<file path="src/source/exe_op_pkg.sv">
package exe_op_pkg;

    typedef logic [7:0] aluop_t;

    // logic
    localparam aluop_t OP_AND   = 8'h1c;
    localparam aluop_t OP_ANDI  = 8'h1e;
    localparam aluop_t OP_OR    = 8'h1f;
    localparam aluop_t OP_ORI   = 8'h1d;
    localparam aluop_t OP_XOR   = 8'h20;
    localparam aluop_t OP_XORI  = 8'h21;
    localparam aluop_t OP_NOR   = 8'h22;
    localparam aluop_t OP_LUI   = 8'h05;

    // arithmetic and compare
    localparam aluop_t OP_ADD   = 8'h18;
    localparam aluop_t OP_ADDI  = 8'h1a;
    localparam aluop_t OP_ADDU  = 8'h23;
    localparam aluop_t OP_ADDIU = 8'h19;
    localparam aluop_t OP_SUB   = 8'h24;
    localparam aluop_t OP_SUBU  = 8'h1b;
    localparam aluop_t OP_SLT   = 8'h26;
    localparam aluop_t OP_SLTI  = 8'h28;
    localparam aluop_t OP_SLTU  = 8'h29;
    localparam aluop_t OP_SLTIU = 8'h27;

    // loads and stores only need the address add here
    localparam aluop_t OP_LB    = 8'h90;
    localparam aluop_t OP_LBU   = 8'h91;
    localparam aluop_t OP_LH    = 8'h93;
    localparam aluop_t OP_LHU   = 8'h94;
    localparam aluop_t OP_LW    = 8'h92;
    localparam aluop_t OP_SB    = 8'h98;
    localparam aluop_t OP_SH    = 8'h99;
    localparam aluop_t OP_SW    = 8'h9a;

    // shifts
    localparam aluop_t OP_SLL   = 8'h11;
    localparam aluop_t OP_SLLV  = 8'h12;
    localparam aluop_t OP_SRL   = 8'h13;
    localparam aluop_t OP_SRLV  = 8'h15;
    localparam aluop_t OP_SRA   = 8'h16;
    localparam aluop_t OP_SRAV  = 8'h17;

    // hi/lo and jump
    localparam aluop_t OP_MULT  = 8'h14;
    localparam aluop_t OP_MULTU = 8'h25;
    localparam aluop_t OP_DIV   = 8'h2a;
    localparam aluop_t OP_DIVU  = 8'h2b;
    localparam aluop_t OP_MFHI  = 8'h0c;
    localparam aluop_t OP_MFLO  = 8'h0d;
    localparam aluop_t OP_MTHI  = 8'h0e;
    localparam aluop_t OP_MTLO  = 8'h0f;
    localparam aluop_t OP_JAL   = 8'h2c;

    typedef enum logic [2:0] {
        CLASS_NONE, CLASS_LOGIC, CLASS_ARITH, CLASS_SHIFT, CLASS_MOVE, CLASS_JUMP
    } alu_class_t;

    typedef enum logic [2:0] {
        HILO_NONE, HILO_MULT, HILO_DIV, HILO_MTHI, HILO_MTLO
    } hilo_src_t;

    typedef enum logic [2:0] {LOG_AND, LOG_OR, LOG_XOR, LOG_NOR, LOG_LUI} logic_op_t;
    typedef enum logic [1:0] {SHIFT_LL, SHIFT_RL, SHIFT_RA} shift_op_t;
    typedef enum logic {MOVE_HI, MOVE_LO} move_src_t;

    typedef struct packed {
        alu_class_t alu_class;
        logic_op_t  logic_op;
        shift_op_t  shift_op;
        logic       sub;
        logic       cmp;
        logic       cmp_signed;
        logic       md_signed;
        logic       div;
        logic       ovf_chk;
        move_src_t  move_src;
        hilo_src_t  hilo_src;
    } exe_ctrl_t;

endpackage

</file>
<file path="src/source/exe_decode.sv">
`timescale 1ns/1ps

module exe_decode
    import exe_op_pkg::*;
(
    input  aluop_t    aluop_i,
    output exe_ctrl_t ctrl_o
);

    always_comb begin
        ctrl_o = '0;
        ctrl_o.alu_class = CLASS_NONE;
        ctrl_o.hilo_src  = HILO_NONE;
        case (aluop_i)
            OP_AND, OP_ANDI: begin
                ctrl_o.alu_class = CLASS_LOGIC;
                ctrl_o.logic_op  = LOG_AND;
            end
            OP_OR, OP_ORI: begin
                ctrl_o.alu_class = CLASS_LOGIC;
                ctrl_o.logic_op  = LOG_OR;
            end
            OP_XOR, OP_XORI: begin
                ctrl_o.alu_class = CLASS_LOGIC;
                ctrl_o.logic_op  = LOG_XOR;
            end
            OP_NOR: begin
                ctrl_o.alu_class = CLASS_LOGIC;
                ctrl_o.logic_op  = LOG_NOR;
            end
            OP_LUI: begin
                ctrl_o.alu_class = CLASS_LOGIC;
                ctrl_o.logic_op  = LOG_LUI;
            end
            OP_ADD, OP_ADDI: begin
                ctrl_o.alu_class = CLASS_ARITH;
                ctrl_o.ovf_chk   = 1'b1;
            end
            OP_ADDU, OP_ADDIU, OP_LB, OP_LBU, OP_LH, OP_LHU, OP_LW, OP_SB, OP_SH, OP_SW: begin
                ctrl_o.alu_class = CLASS_ARITH;
            end
            OP_SUB: begin
                ctrl_o.alu_class = CLASS_ARITH;
                ctrl_o.sub       = 1'b1;
                ctrl_o.ovf_chk   = 1'b1;
            end
            OP_SUBU: begin
                ctrl_o.alu_class = CLASS_ARITH;
                ctrl_o.sub       = 1'b1;
            end
            OP_SLT, OP_SLTI: begin
                ctrl_o.alu_class  = CLASS_ARITH;
                ctrl_o.cmp        = 1'b1;
                ctrl_o.cmp_signed = 1'b1;
            end
            OP_SLTU, OP_SLTIU: begin
                ctrl_o.alu_class = CLASS_ARITH;
                ctrl_o.cmp       = 1'b1;
            end
            OP_SLL, OP_SLLV: begin
                ctrl_o.alu_class = CLASS_SHIFT;
                ctrl_o.shift_op  = SHIFT_LL;
            end
            OP_SRL, OP_SRLV: begin
                ctrl_o.alu_class = CLASS_SHIFT;
                ctrl_o.shift_op  = SHIFT_RL;
            end
            OP_SRA, OP_SRAV: begin
                ctrl_o.alu_class = CLASS_SHIFT;
                ctrl_o.shift_op  = SHIFT_RA;
            end
            OP_MULT, OP_MULTU: begin
                ctrl_o.md_signed = (aluop_i == OP_MULT);
                ctrl_o.hilo_src  = HILO_MULT;
            end
            OP_DIV, OP_DIVU: begin
                ctrl_o.md_signed = (aluop_i == OP_DIV);
                ctrl_o.div       = 1'b1;
                ctrl_o.hilo_src  = HILO_DIV;
            end
            OP_MFHI: begin
                ctrl_o.alu_class = CLASS_MOVE;
                ctrl_o.move_src  = MOVE_HI;
            end
            OP_MFLO: begin
                ctrl_o.alu_class = CLASS_MOVE;
                ctrl_o.move_src  = MOVE_LO;
            end
            OP_MTHI: ctrl_o.hilo_src  = HILO_MTHI;
            OP_MTLO: ctrl_o.hilo_src  = HILO_MTLO;
            OP_JAL:  ctrl_o.alu_class = CLASS_JUMP;
            default: ;
        endcase
    end

endmodule

</file>
<file path="config.mk">
export PLATFORM = sky130hd
export DESIGN_NAME = exe_decode
export DESIGN_NICKNAME = d
export VERILOG_FILES = /design/src/source/exe_op_pkg.sv /design/src/source/exe_decode.sv
export SDC_FILE = /design/constraint.sdc
export NUM_CORES = 1
export LEC_CHECK = 0
export BUFFER_PORTS_ARGS = -buffer_cell sky130_fd_sc_hd__clkbuf_2
export CORE_AREA = 3 3 40 42
export DETAILED_ROUTE_END_ITERATION = 8
export DIE_AREA = 0 0 43 45
export REMOVE_ABC_BUFFERS = 1
export SETUP_SLACK_MARGIN = 0.2
export SYNTH_ARGS = -nofsm -noshare
export SYNTH_HDL_FRONTEND = slang
export SYNTH_SLANG_ARGS = --single-unit
</file>
<file path="constraint.sdc">
create_clock -name vclk -period 1.9
set_clock_uncertainty 0.15 [all_clocks]
set_input_delay 0 -clock vclk [all_inputs]
set_output_delay 0 -clock vclk [all_outputs]
set_load 0.03 [all_outputs]
</file>
== Yosys cells after proc, flatten, opt, wreduce, memory -nomap -nowiden ==
Index checks and enable logic that the tools add are counted.

* Logic and storage cells: 66
* Flip-flop bits (word level): 0

* Equal/unequal tests: 41
* Reductions and logical operators: 14
* Muxes and demuxes: 11

{| class="wikitable"
|+ Operators by type and width
! kind !! count
|-
| equality test 8 x 5 -> 1 bit, second input constant || 15
|-
| equality test 8 x 6 -> 1 bit, second input constant || 13
|-
| equality test 8 bit, second input constant || 8
|-
| equality test 8 x 4 -> 1 bit, second input constant || 4
|-
| one-hot mux 3 bit (4 select lines) || 2
|-
| OR reduction 18 bit || 1
|-
| OR reduction 2 bit || 9
|-
| one-hot mux 3 bit (5 select lines) || 1
|-
| equality test 8 x 3 -> 1 bit, second input constant || 1
|-
| OR reduction 8 bit || 1
|-
| 2-to-1 mux 1 bit || 6
|-
| OR reduction 6 bit || 1
|-
| one-hot mux 2 bit (2 select lines) || 1
|-
| OR reduction 4 bit || 1
|-
| OR reduction 3 bit || 1
|-
| one-hot mux 1 bit (2 select lines) || 1
|}

== Logic depth before layout (Yosys ltp) ==
* Word-level depth: 3
* Depth in mapped cells: 5

== Worst setup path before layout ==
Ideal clock, no wire load.

* Path kind: input to output
* Start point: in aluop_i[2]
* End point: out ctrl_o[15] (netlist name)
* Arrival time: 1637 ps
* Path buffers: 1
* Path slack: 113 ps
* Cell stages on the path: 3
* Data required time: 1750 ps
* Cells stage by stage: clkbuf_1 mux2_1 o41ai_1

{| class="wikitable"
|+ RTL lines
! item !! RTL line !! RTL
|-
| start, declared || exe_decode.sv:6 || <nowiki>input aluop_t aluop_i,</nowiki>
|-
| end, declared || exe_decode.sv:7 || <nowiki>output exe_ctrl_t ctrl_o</nowiki>
|}

==> reports/metrics.cfg <==
[floorplanning]
die_y_um = 45
coreArea_mm2 = 0.00128
boundaryPins = 26
start_util_pct = 30.0
die-area_mm2 = 0.00194
rows = 13
die_x_um = 43

[final_layout]
nFillCells = 150
ff_latch_area_um2 = 0
n_antenna_cell = 0
mostFrequentLayoutCell = clkbuf_2
multiInputGateArea_um2 = 358
finalNetCount = 97
mostFrequentLayoutCells = clkbuf_2 (26), nor2_1 (9), nand2_1 (8)
synthToLayoutAreaGrowth_pct = 38.3
drive_gt1_share_pct = 39.1
final_area_um2 = 533
clock_buffers = 0
seq_cells = 0

[placed_design]
dp_hpwl_um = 998
io_buffers = 26
gp_congestion = 0.802
dpl_cell_area_um2 = 533

[worst_setup_path]
worstSetupPathType = primary input to primary output
cp.arrival_ps = 1370
worstPathMaxFanout = 7
worstSetupStartpointType = primary input
end_kind = primary output
required_ps = 1750

[synth]
synth.avg_cell_area_um2 = 6.12
yosysTopAreaCellShare_pct = 8.77
synthCells = 63
yosysSeqAreaShare_pct = 0
synth_area_leader_cell = nor2_1
synthesis.area_um2 = 385
synth_warnings = 0
synth.distinct_cells = 33
synth.area.top_cells = nor2_1 (8.8%), nand2_1 (7.8%), nor4b_2 (7.8%)

[run_status]
status = complete, no violations

[clocking]
holdBufCountCts = 0
ctsResizeCount = 0
postCtsSetupBuffers = 0

[routing]
dr.max_layer_used = met3
drt-total-wl_mm = 1.27
dr.pass1.iters = 3
wl_per_cell_um = 12.5
vias = 547
met2_length_um = 569
wl_met3_um = 82
ant_nets = 0
vias_per_cell = 5.36
drtIter0Drc = 7
wl_met1_um = 621
drc = 0

[pwr]
powerDensity_mw_per_mm2 = 149
ir_drop_v = 0.0000657
power_w = 0.0000793
total_leakage_power_nw = 0.239

[min_path]
worstHoldStart = aluop_i[5]
hp-class = primary input to primary output
holdPathEnd = ctrl_o[17]
hold-path-cell-count = 3

[grt]
grt_pass1_wl_mm = 1.90
grt_use_total_pct = 12.0
grt_pass1_vias = 421
grt_max_degree = 15
antenna_found_initial = 0
grt-ovfl-total = 0

[sta]
holdWs_ps = 276
rsz0062_at_grt = false
min_period_over_period_pct = 80.0
finalHoldViolCount = 0
min_period_ps = 1520
max_freq_mhz = 658
tightest_slew_ps = 323
tns_ps = 0
slew_violations = 0
slew_headroom_pct = 78.4
finalSetupViolations = 0

[job]
max-cap-violations = 0

-- metrics by stage --
step                setup WS [ps]  utilization (%)  cells
floorplan                     252                -     59
global placement              396             41.5    102
detailed placement            381             41.5    102
CTS                           380             41.5    102
global route                  312             41.5    102
finish                        380             41.5    102
-- worst max-delay path, cell delays in order --
cell and delay (ps):
clkbuf_2 140, or4b_4 560, or3_4 360, o22ai_2 90, clkbuf_2 220
-- cell usage after synthesis --
master and count:
clkbuf_1 2, xnor2_1 1, or2_1 1, o32ai_1 1
or4b_1 1, or4b_4 1, buf_1 1, nand2b_1 2
nor2_1 9, o21ai_0 1, nand3_1 1, nor2b_1 1
inv_1 3, o22ai_2 1, nor4_1 1, nor3_1 2
and2_1 1, buf_2 1, a21oi_2 1, nand2_1 8
mux2_1 1, nor4b_2 2, a31oi_1 2, or3_4 1
a22oi_1 1, a21boi_0 1, or3_1 4, a32o_1 1
nor3b_1 1, nand3b_1 1, o41ai_1 1, a21oi_1 3
o21ai_1 4
-- cell families (layout without fill, tap and decap cells) --
| kind of cell | Yosys count | in the layout | share of synthesized area, % |
|---|---|---|---|
| muxes | 1 | 1 | 2.92 |
| buffers and inverters | 7 | 31 | 7.14 |
| and+or+nand+nor | 37 | 37 | 57.5 |
| xor gates and xnor gates | 1 | 1 | 2.27 |
| AOI/OAI and AO/OA | 17 | 17 | 30.2 |
-- power by group --
part / switching [W] / internal [W] / total, W
logic: 0.0000522 / 0.0000271 / 0.0000793
registers: 0 / 0 / 0
clock network: 0 / 0 / 0
-- per-layer routing --
metal | vias up | global-route usage [%]
li1 | 282 | -
met1 | 248 | 18.6
met2 | 17 | 19.8
met3 | 0 | 0.398
met4 | 0 | 0
met5 | - | 0
-- worst max-delay path by stage --
stage                           from    endpoint  cells past startpoint
after floorplan           aluop_i[4]  ctrl_o[15]                      2
after global routing      aluop_i[7]   ctrl_o[1]                      5
after detailed placement  aluop_i[4]  ctrl_o[12]                      5
after CTS                 aluop_i[7]  ctrl_o[12]                      5
after global placement    aluop_i[7]  ctrl_o[13]                      5
final                     aluop_i[7]  ctrl_o[12]                      5
-- final cells by class --
type,instances,share of cell area (%)
multi-input combinational,56,67.1
inverter,3,2.11
timing repair buffer,28,27.2
tap,15,3.52
Power figures use the tool's default switching activity.
