### src/source/exe_op_pkg.sv
package exe_op_pkg;

    typedef logic [7:0] aluop_t;

    // logic
    localparam aluop_t OP_AND   = 8'h1c;
    localparam aluop_t OP_ANDI  = 8'h1e;
    localparam aluop_t OP_OR    = 8'h1f;
    localparam aluop_t OP_ORI   = 8'h1d;
    localparam aluop_t OP_XOR   = 8'h20;
    localparam aluop_t OP_XORI  = 8'h21;
    localparam aluop_t OP_NOR   = 8'h22;
    localparam aluop_t OP_LUI   = 8'h05;

    // arithmetic and compare
    localparam aluop_t OP_ADD   = 8'h18;
    localparam aluop_t OP_ADDI  = 8'h1a;
    localparam aluop_t OP_ADDU  = 8'h23;
    localparam aluop_t OP_ADDIU = 8'h19;
    localparam aluop_t OP_SUB   = 8'h24;
    localparam aluop_t OP_SUBU  = 8'h1b;
    localparam aluop_t OP_SLT   = 8'h26;
    localparam aluop_t OP_SLTI  = 8'h28;
    localparam aluop_t OP_SLTU  = 8'h29;
    localparam aluop_t OP_SLTIU = 8'h27;

    // loads and stores only need the address add here
    localparam aluop_t OP_LB    = 8'h90;
    localparam aluop_t OP_LBU   = 8'h91;
    localparam aluop_t OP_LH    = 8'h93;
    localparam aluop_t OP_LHU   = 8'h94;
    localparam aluop_t OP_LW    = 8'h92;
    localparam aluop_t OP_SB    = 8'h98;
    localparam aluop_t OP_SH    = 8'h99;
    localparam aluop_t OP_SW    = 8'h9a;

    // shifts
    localparam aluop_t OP_SLL   = 8'h11;
    localparam aluop_t OP_SLLV  = 8'h12;
    localparam aluop_t OP_SRL   = 8'h13;
    localparam aluop_t OP_SRLV  = 8'h15;
    localparam aluop_t OP_SRA   = 8'h16;
    localparam aluop_t OP_SRAV  = 8'h17;

    // hi/lo and jump
    localparam aluop_t OP_MULT  = 8'h14;
    localparam aluop_t OP_MULTU = 8'h25;
    localparam aluop_t OP_DIV   = 8'h2a;
    localparam aluop_t OP_DIVU  = 8'h2b;
    localparam aluop_t OP_MFHI  = 8'h0c;
    localparam aluop_t OP_MFLO  = 8'h0d;
    localparam aluop_t OP_MTHI  = 8'h0e;
    localparam aluop_t OP_MTLO  = 8'h0f;
    localparam aluop_t OP_JAL   = 8'h2c;

    typedef enum logic [2:0] {
        CLASS_NONE, CLASS_LOGIC, CLASS_ARITH, CLASS_SHIFT, CLASS_MOVE, CLASS_JUMP
    } alu_class_t;

    typedef enum logic [2:0] {
        HILO_NONE, HILO_MULT, HILO_DIV, HILO_MTHI, HILO_MTLO
    } hilo_src_t;

    typedef enum logic [2:0] {LOG_AND, LOG_OR, LOG_XOR, LOG_NOR, LOG_LUI} logic_op_t;
    typedef enum logic [1:0] {SHIFT_LL, SHIFT_RL, SHIFT_RA} shift_op_t;
    typedef enum logic {MOVE_HI, MOVE_LO} move_src_t;

    typedef struct packed {
        alu_class_t alu_class;
        logic_op_t  logic_op;
        shift_op_t  shift_op;
        logic       sub;
        logic       cmp;
        logic       cmp_signed;
        logic       md_signed;
        logic       div;
        logic       ovf_chk;
        move_src_t  move_src;
        hilo_src_t  hilo_src;
    } exe_ctrl_t;

endpackage

### src/source/exe_bus_pkg.sv
package exe_bus_pkg;
    import exe_op_pkg::*;

    typedef logic [31:0] word_t;
    // hi in the upper half
    typedef logic [63:0] dword_t;
    typedef logic [4:0]  reg_addr_t;

    typedef struct packed {
        aluop_t    aluop;
        word_t     src1;
        word_t     src2;
        reg_addr_t wa;
        logic      wreg;
        logic      whilo;
        word_t     ret_addr;
    } exe_issue_t;

    typedef struct packed {
        logic   whilo;
        dword_t hilo;
    } hilo_fwd_t;

    typedef struct packed {
        word_t  logic_res;
        word_t  arith_res;
        word_t  shift_res;
        dword_t product;
        dword_t div_res;
        logic   ovf;
    } unit_res_t;

    typedef struct packed {
        reg_addr_t wa;
        logic      wreg;
        word_t     wd;
        logic      whilo;
        dword_t    hilo;
        logic      ovf;
    } exe_result_t;

endpackage

### src/source/exe_result.sv
`timescale 1ns/1ps

module exe_result
    import exe_op_pkg::*;
    import exe_bus_pkg::*;
(
    input  logic        reset_i,
    input  exe_issue_t  issue_i,
    input  exe_ctrl_t   ctrl_i,
    input  unit_res_t   units_i,
    input  logic        div_busy_i,
    input  word_t       hi_i,
    input  word_t       lo_i,
    input  hilo_fwd_t   fwd_mem_i,
    input  hilo_fwd_t   fwd_wb_i,
    output exe_result_t result_o,
    output logic        stall_o
);

    dword_t hilo_cur;
    word_t  hi_cur;
    word_t  lo_cur;
    word_t  move_res;

    // newest value wins: memory, then writeback, then register file
    assign hilo_cur = fwd_mem_i.whilo ? fwd_mem_i.hilo :
                      fwd_wb_i.whilo  ? fwd_wb_i.hilo  : {hi_i, lo_i};
    assign hi_cur   = hilo_cur[63:32];
    assign lo_cur   = hilo_cur[31:0];

    assign move_res = (ctrl_i.move_src == MOVE_HI) ? hi_cur : lo_cur;

    always_comb begin
        case (ctrl_i.alu_class)
            CLASS_LOGIC: result_o.wd = units_i.logic_res;
            CLASS_ARITH: result_o.wd = units_i.arith_res;
            CLASS_SHIFT: result_o.wd = units_i.shift_res;
            CLASS_MOVE:  result_o.wd = move_res;
            CLASS_JUMP:  result_o.wd = issue_i.ret_addr;
            default:     result_o.wd = '0;
        endcase
    end

    always_comb begin
        case (ctrl_i.hilo_src)
            HILO_MULT: result_o.hilo = units_i.product;
            HILO_DIV:  result_o.hilo = units_i.div_res;
            HILO_MTHI: result_o.hilo = {issue_i.src1, lo_cur};
            HILO_MTLO: result_o.hilo = {hi_cur, issue_i.src1};
            default:   result_o.hilo = '0;
        endcase
    end

    assign result_o.wa    = issue_i.wa;
    assign result_o.wreg  = !reset_i && issue_i.wreg;
    assign result_o.whilo = !reset_i && issue_i.whilo;
    assign result_o.ovf   = !reset_i && units_i.ovf;

    assign stall_o = !reset_i && div_busy_i;

endmodule

### config.mk
export PLATFORM = sky130hd
export DESIGN_NAME = exe_result
export DESIGN_NICKNAME = d
export VERILOG_FILES = /design/src/source/exe_op_pkg.sv /design/src/source/exe_bus_pkg.sv /design/src/source/exe_result.sv
export SDC_FILE = /design/constraint.sdc
export NUM_CORES = 1
export LEC_CHECK = 0
export BUFFER_PORTS_ARGS = -buffer_cell sky130_fd_sc_hd__buf_2
export CORE_AREA = 2 2 257 259
export DETAILED_ROUTE_END_ITERATION = 6
export DIE_AREA = 0 0 259 261
export PLACE_DENSITY = 0.39
export SLEW_MARGIN = 20
export SYNTH_ARGS = -nofsm -noshare
export SYNTH_HDL_FRONTEND = slang
export SYNTH_SLANG_ARGS = --single-unit
### constraint.sdc
create_clock -name vclk -period 1.9
set_input_delay 0.38 -clock vclk [all_inputs]
set_output_delay 0.38 -clock vclk [all_outputs]
set_load 0.02 [all_outputs]
Yosys cells after proc, flatten, opt, wreduce, memory -nomap -nowiden --
Cells that the tools add are included. Widths: inputs -> output; s select.
Word-level totals: flip-flop bits (word level) 0, latch bits 0, RAM bits 0, output and inout bits 105, logic and storage cells 19, memories 0, input port bits 550, memory bits (read-only) 0
Cells by class: shift operators 0, equality and inequality tests 9, multiply operators 0, reductions and logical operators 5, add/subtract/negate cells 0, bitwise gates (word level) 0, mux-type cells 5, divide/modulo/power cells 0, order comparisons 0
Operators by type and width (count):
- $pmux 64 s4 | 1
- $pmux 32 s5 | 1
- $mux 64 | 2
- $mux 32 | 1
- $eq 3x2->1 const B | 4
- $eq 3x3->1 const B | 3
- $eq 3x1->1 const B | 2
- $logic_and 1x1->1 | 4
- $logic_not 1->1 | 1

Logic depth before layout (Yosys ltp) --
depth after elaboration 4, mapped depth 7, gate-level depth less buffers 4

Least setup slack after synthesis --
OpenSTA, ideal clock, no wires.
kind in2out, start point input fwd_mem_i[64] (netlist name), end point output result_o[44] (netlist name), setup slack -174 ps, arrival time 1694 ps, cell stages on the path 5, data required time 1520 ps, cell sequence buf_2 clkbuf_1 buf_1 a21oi_1 o21ai_0
RTL lines:
- start, declared | line exe_result.sv:14 | input hilo_fwd_t fwd_mem_i,
- end, declared | line exe_result.sv:16 | output exe_result_t result_o,

==> results.md <==
- The number of DRC markers in iteration 0 is 471.
- For the finished layout, the period the worst path requires is 2.10 ns.
- For the pin with the worst max-slew slack, the measured transition is 0.450 ns.
- The first global-routing pass estimated 71600 um of wire.
- Global routing finished with a remaining overflow of 0.
- In the final layout, flip-flops and latches occupy 0 um2.
- Across every metal layer, demand over resource in global routing totals 0.151.
- The layout net count is 1991.
- Final hold analysis gives a worst-case slack of 0.760 ns.
- The number of buffers and inverters on the critical path is 4.
- In this run the standard cell core region covers 0.0650 mm2.
- After synthesis, the most frequently instantiated cells are sky130_fd_sc_hd__mux2i_1 (137), sky130_fd_sc_hd__nor2_1 (93), sky130_fd_sc_hd__o21ai_0 (74).
- The final routed wirelength across all metal layers is 56000 um.
- The cell type group with the largest total delay on the critical path is compound AO/OA/AOI/OAI gates.
- The static power due to leakage is 6.02 nW.
- The cell count after synthesis is 692.
- Summing over every cut layer, the via total after detailed routing is 9037.
- The average via count per standard cell is 3.92.
- The biggest cell delay along the critical path is 0.37 ns.
- In the finished design, the share of the clock period the worst path needs comes to 1.11.
- The via count of the first global-routing pass was 9113.
- Entering global routing, the biggest net connects 31 pins.
- The sequential fraction of the synthesis area is 0.
- The number of endpoints with negative hold slack in the final report is 0.
- The post-synthesis area per instance is 6.54 um2.
- Measured along the x axis, the die boundary spans 259 um.
- Port buffering added 594 buffers.
- The initial antenna violation count came to 8.
- Along the worst path, the maximum fanout reaches 5.
- The HPWL after detailed placement is 45000 um.
- The number of nets still failing antenna checks after routing is 0.
- The row count is 94.
- In this run the tightest slew margin relative to its limit is 0.700.
- Setup violations remaining at the end of the flow were counted as 94.
- The largest individual stage delay along the critical path comes from the cell sky130_fd_sc_hd__a211o_4.
- The count of pins on the block boundary is 655.
- The routed wirelength normalized by instance count is 24.3 um.
- The cell area after technology mapping is 0.00453 mm2.
- sky130_fd_sc_hd__mux2i_1 is the most common cell in the netlist.
- VDD sags by at most 0.101 mV.
- The critical path required time is 1.52 ns.
- The distinct cell type count after synthesis is 31.
- The initial utilization of the core area, before any placement, comes to 0.0696.
- The final worst-path setup slack is -0.203 ns.
- The relative area change from synthesis to final layout is 182%.
- Sorting the synthesized cells by area gives the leading types as sky130_fd_sc_hd__mux2i_1 (30%), sky130_fd_sc_hd__o21ai_0 (8.2%), sky130_fd_sc_hd__a22oi_1 (7.8%).
- The critical path start-end classification is in -> out.
- Setup repair after global routing could not meet its margin everywhere.
- The endpoint kind of the worst setup timing path is a primary output.
- The checks that failed: setup timing.
- Derived from the worst setup path, the maximum achievable clock frequency is 476 MHz.
- The share of synthesized area in the top cell type comes to 0.303.
- Max-cap violations in this run came to 0.
- Fill cells in the final layout number 7356.
- Data on the critical path arrives at its endpoint at 1.72 ns.
- The total power per unit cell area is 285 mW/mm2.
- The critical path goes through buf_16, buf_4, buf_12, a211o_4, a32oi_2, o22ai_2, buf_6.
- The final-report max-slew violation count was 0.
- The Yosys warning count is 0.
- In the routed design, unresolved DRC markers number 0.
- The run finished, with violations left.
- The largest area contributor in the synthesized netlist is sky130_fd_sc_hd__mux2i_1.
- The total negative slack is -7.77 ns.
- The design has 0 sequential cells.
- Before antenna repair, the detailed router went through 5 iterations.
- The quantity of hold-fixing buffers added after cts is 0.
- Synthesis produced a netlist with a net count of 1242.
- The congestion estimate from routability-driven global placement came to 0.944.
- The min-delay analysis places its worst path in the category in -> out.
- The die is 261 um tall.
- Counting the clock-network buffers in the layout gives 0.
- STA classifies the critical path startpoint as an input pin.
- The full die area is 0.0676 mm2.
- In the final layout, the share of cells above drive strength 1 is 0.721.
final cells by class:
type / instances / area, um2 / area share
multi-input combinational: 605 / 5180 / 0.406
timing repair buffer: 832 / 6480 / 0.508
antenna: 1 / 2.50 / 0.000196
tap: 864 / 1080 / 0.0848
inverter: 2 / 7.51 / 0.000589
repair_timing:
item	4_1_cts	5_1_grt
pin swaps	85	76
setup endpoints to repair	96	96
buffers inserted	34	20
gates cloned	16	2
resized for setup	431	114
endpoints found under the hold margin	0	0
power by group:
group	internal [mW]	total (mW)	switching [mW]
clock network	0.0000000715	0.0000000715	0
registers	0	0	0
logic	1.81	3.64	1.83
total	1.81	3.64	1.83
per-stage QoR:
| stage | util | power, mW | instance area [um2] | setup WS [ns] | instances |
|---|---|---|---|---|---|
| final | 0.196 | 3.64 | 12800 | -0.203 | 2304 |
| after global routing | 0.196 | 3.85 | 12700 | -0.243 | 2303 |
| after CTS | 0.187 | 3.51 | 12200 | -0.201 | 2287 |
| after detailed placement | 0.153 | 2.81 | 9960 | -0.679 | 2242 |
| after global placement | 0.153 | 2.82 | 9960 | -0.677 | 2242 |
| after floorplan | - | 1.12 | 4640 | -0.0779 | 692 |
path summary, 6_finish.rpt:
kind / slack (ns) / cells after the start / endpoint / start
max: -0.20 / 7 / result_o[42] / fwd_wb_i[64]
min: 0.76 / 0 / result_o[99] / issue_i[34]
placed cells by master (no fill, tap or decap), types with 5 or more instances in the layout:
cell and instances:
sky130_fd_sc_hd__buf_2 491, sky130_fd_sc_hd__buf_4 148, sky130_fd_sc_hd__buf_6 116, sky130_fd_sc_hd__mux2i_1 112
sky130_fd_sc_hd__nor2_1 83, sky130_fd_sc_hd__nand2_1 44, sky130_fd_sc_hd__o21ai_2 43, sky130_fd_sc_hd__buf_12 40
sky130_fd_sc_hd__a22oi_2 32, sky130_fd_sc_hd__a221o_1 31, sky130_fd_sc_hd__o211ai_1 25, sky130_fd_sc_hd__a31oi_1 25
sky130_fd_sc_hd__a21oi_2 23, sky130_fd_sc_hd__mux2i_2 18, sky130_fd_sc_hd__buf_16 16, sky130_fd_sc_hd__buf_8 16
sky130_fd_sc_hd__a22oi_1 15, sky130_fd_sc_hd__o21ai_1 13, sky130_fd_sc_hd__o21ai_4 12, sky130_fd_sc_hd__nand3b_1 10
sky130_fd_sc_hd__a21oi_1 9, sky130_fd_sc_hd__nand2_2 9, sky130_fd_sc_hd__nor2_2 9, sky130_fd_sc_hd__o22a_1 8
sky130_fd_sc_hd__nor2b_4 7, sky130_fd_sc_hd__mux2i_4 7, sky130_fd_sc_hd__nand2_4 7, sky130_fd_sc_hd__o21ai_0 6
sky130_fd_sc_hd__a22o_1 6, sky130_fd_sc_hd__nor2b_1 5, sky130_fd_sc_hd__a31oi_2 5
kinds of logic after synthesis:
family,count (synthesis),synth area share
multiplexers,137,0.303
buffers and inverters,87,0.0962
AO/OA/AOI/OAI,281,0.422
AND/OR/NAND/NOR,187,0.179
per-layer routing:
| layer | track usage | share of wire | wire length [um] |
|---|---|---|---|
| met1 | 0.218 | 0.48 | 26700 |
| met2 | 0.243 | 0.45 | 25300 |
| met3 | 0.0207 | 0.055 | 3080 |
| met4 | 0.0231 | 0.016 | 888 |
| met5 | 0 | 0.00070 | 39 |
Note: power is estimated with default switching activity, not from simulation.
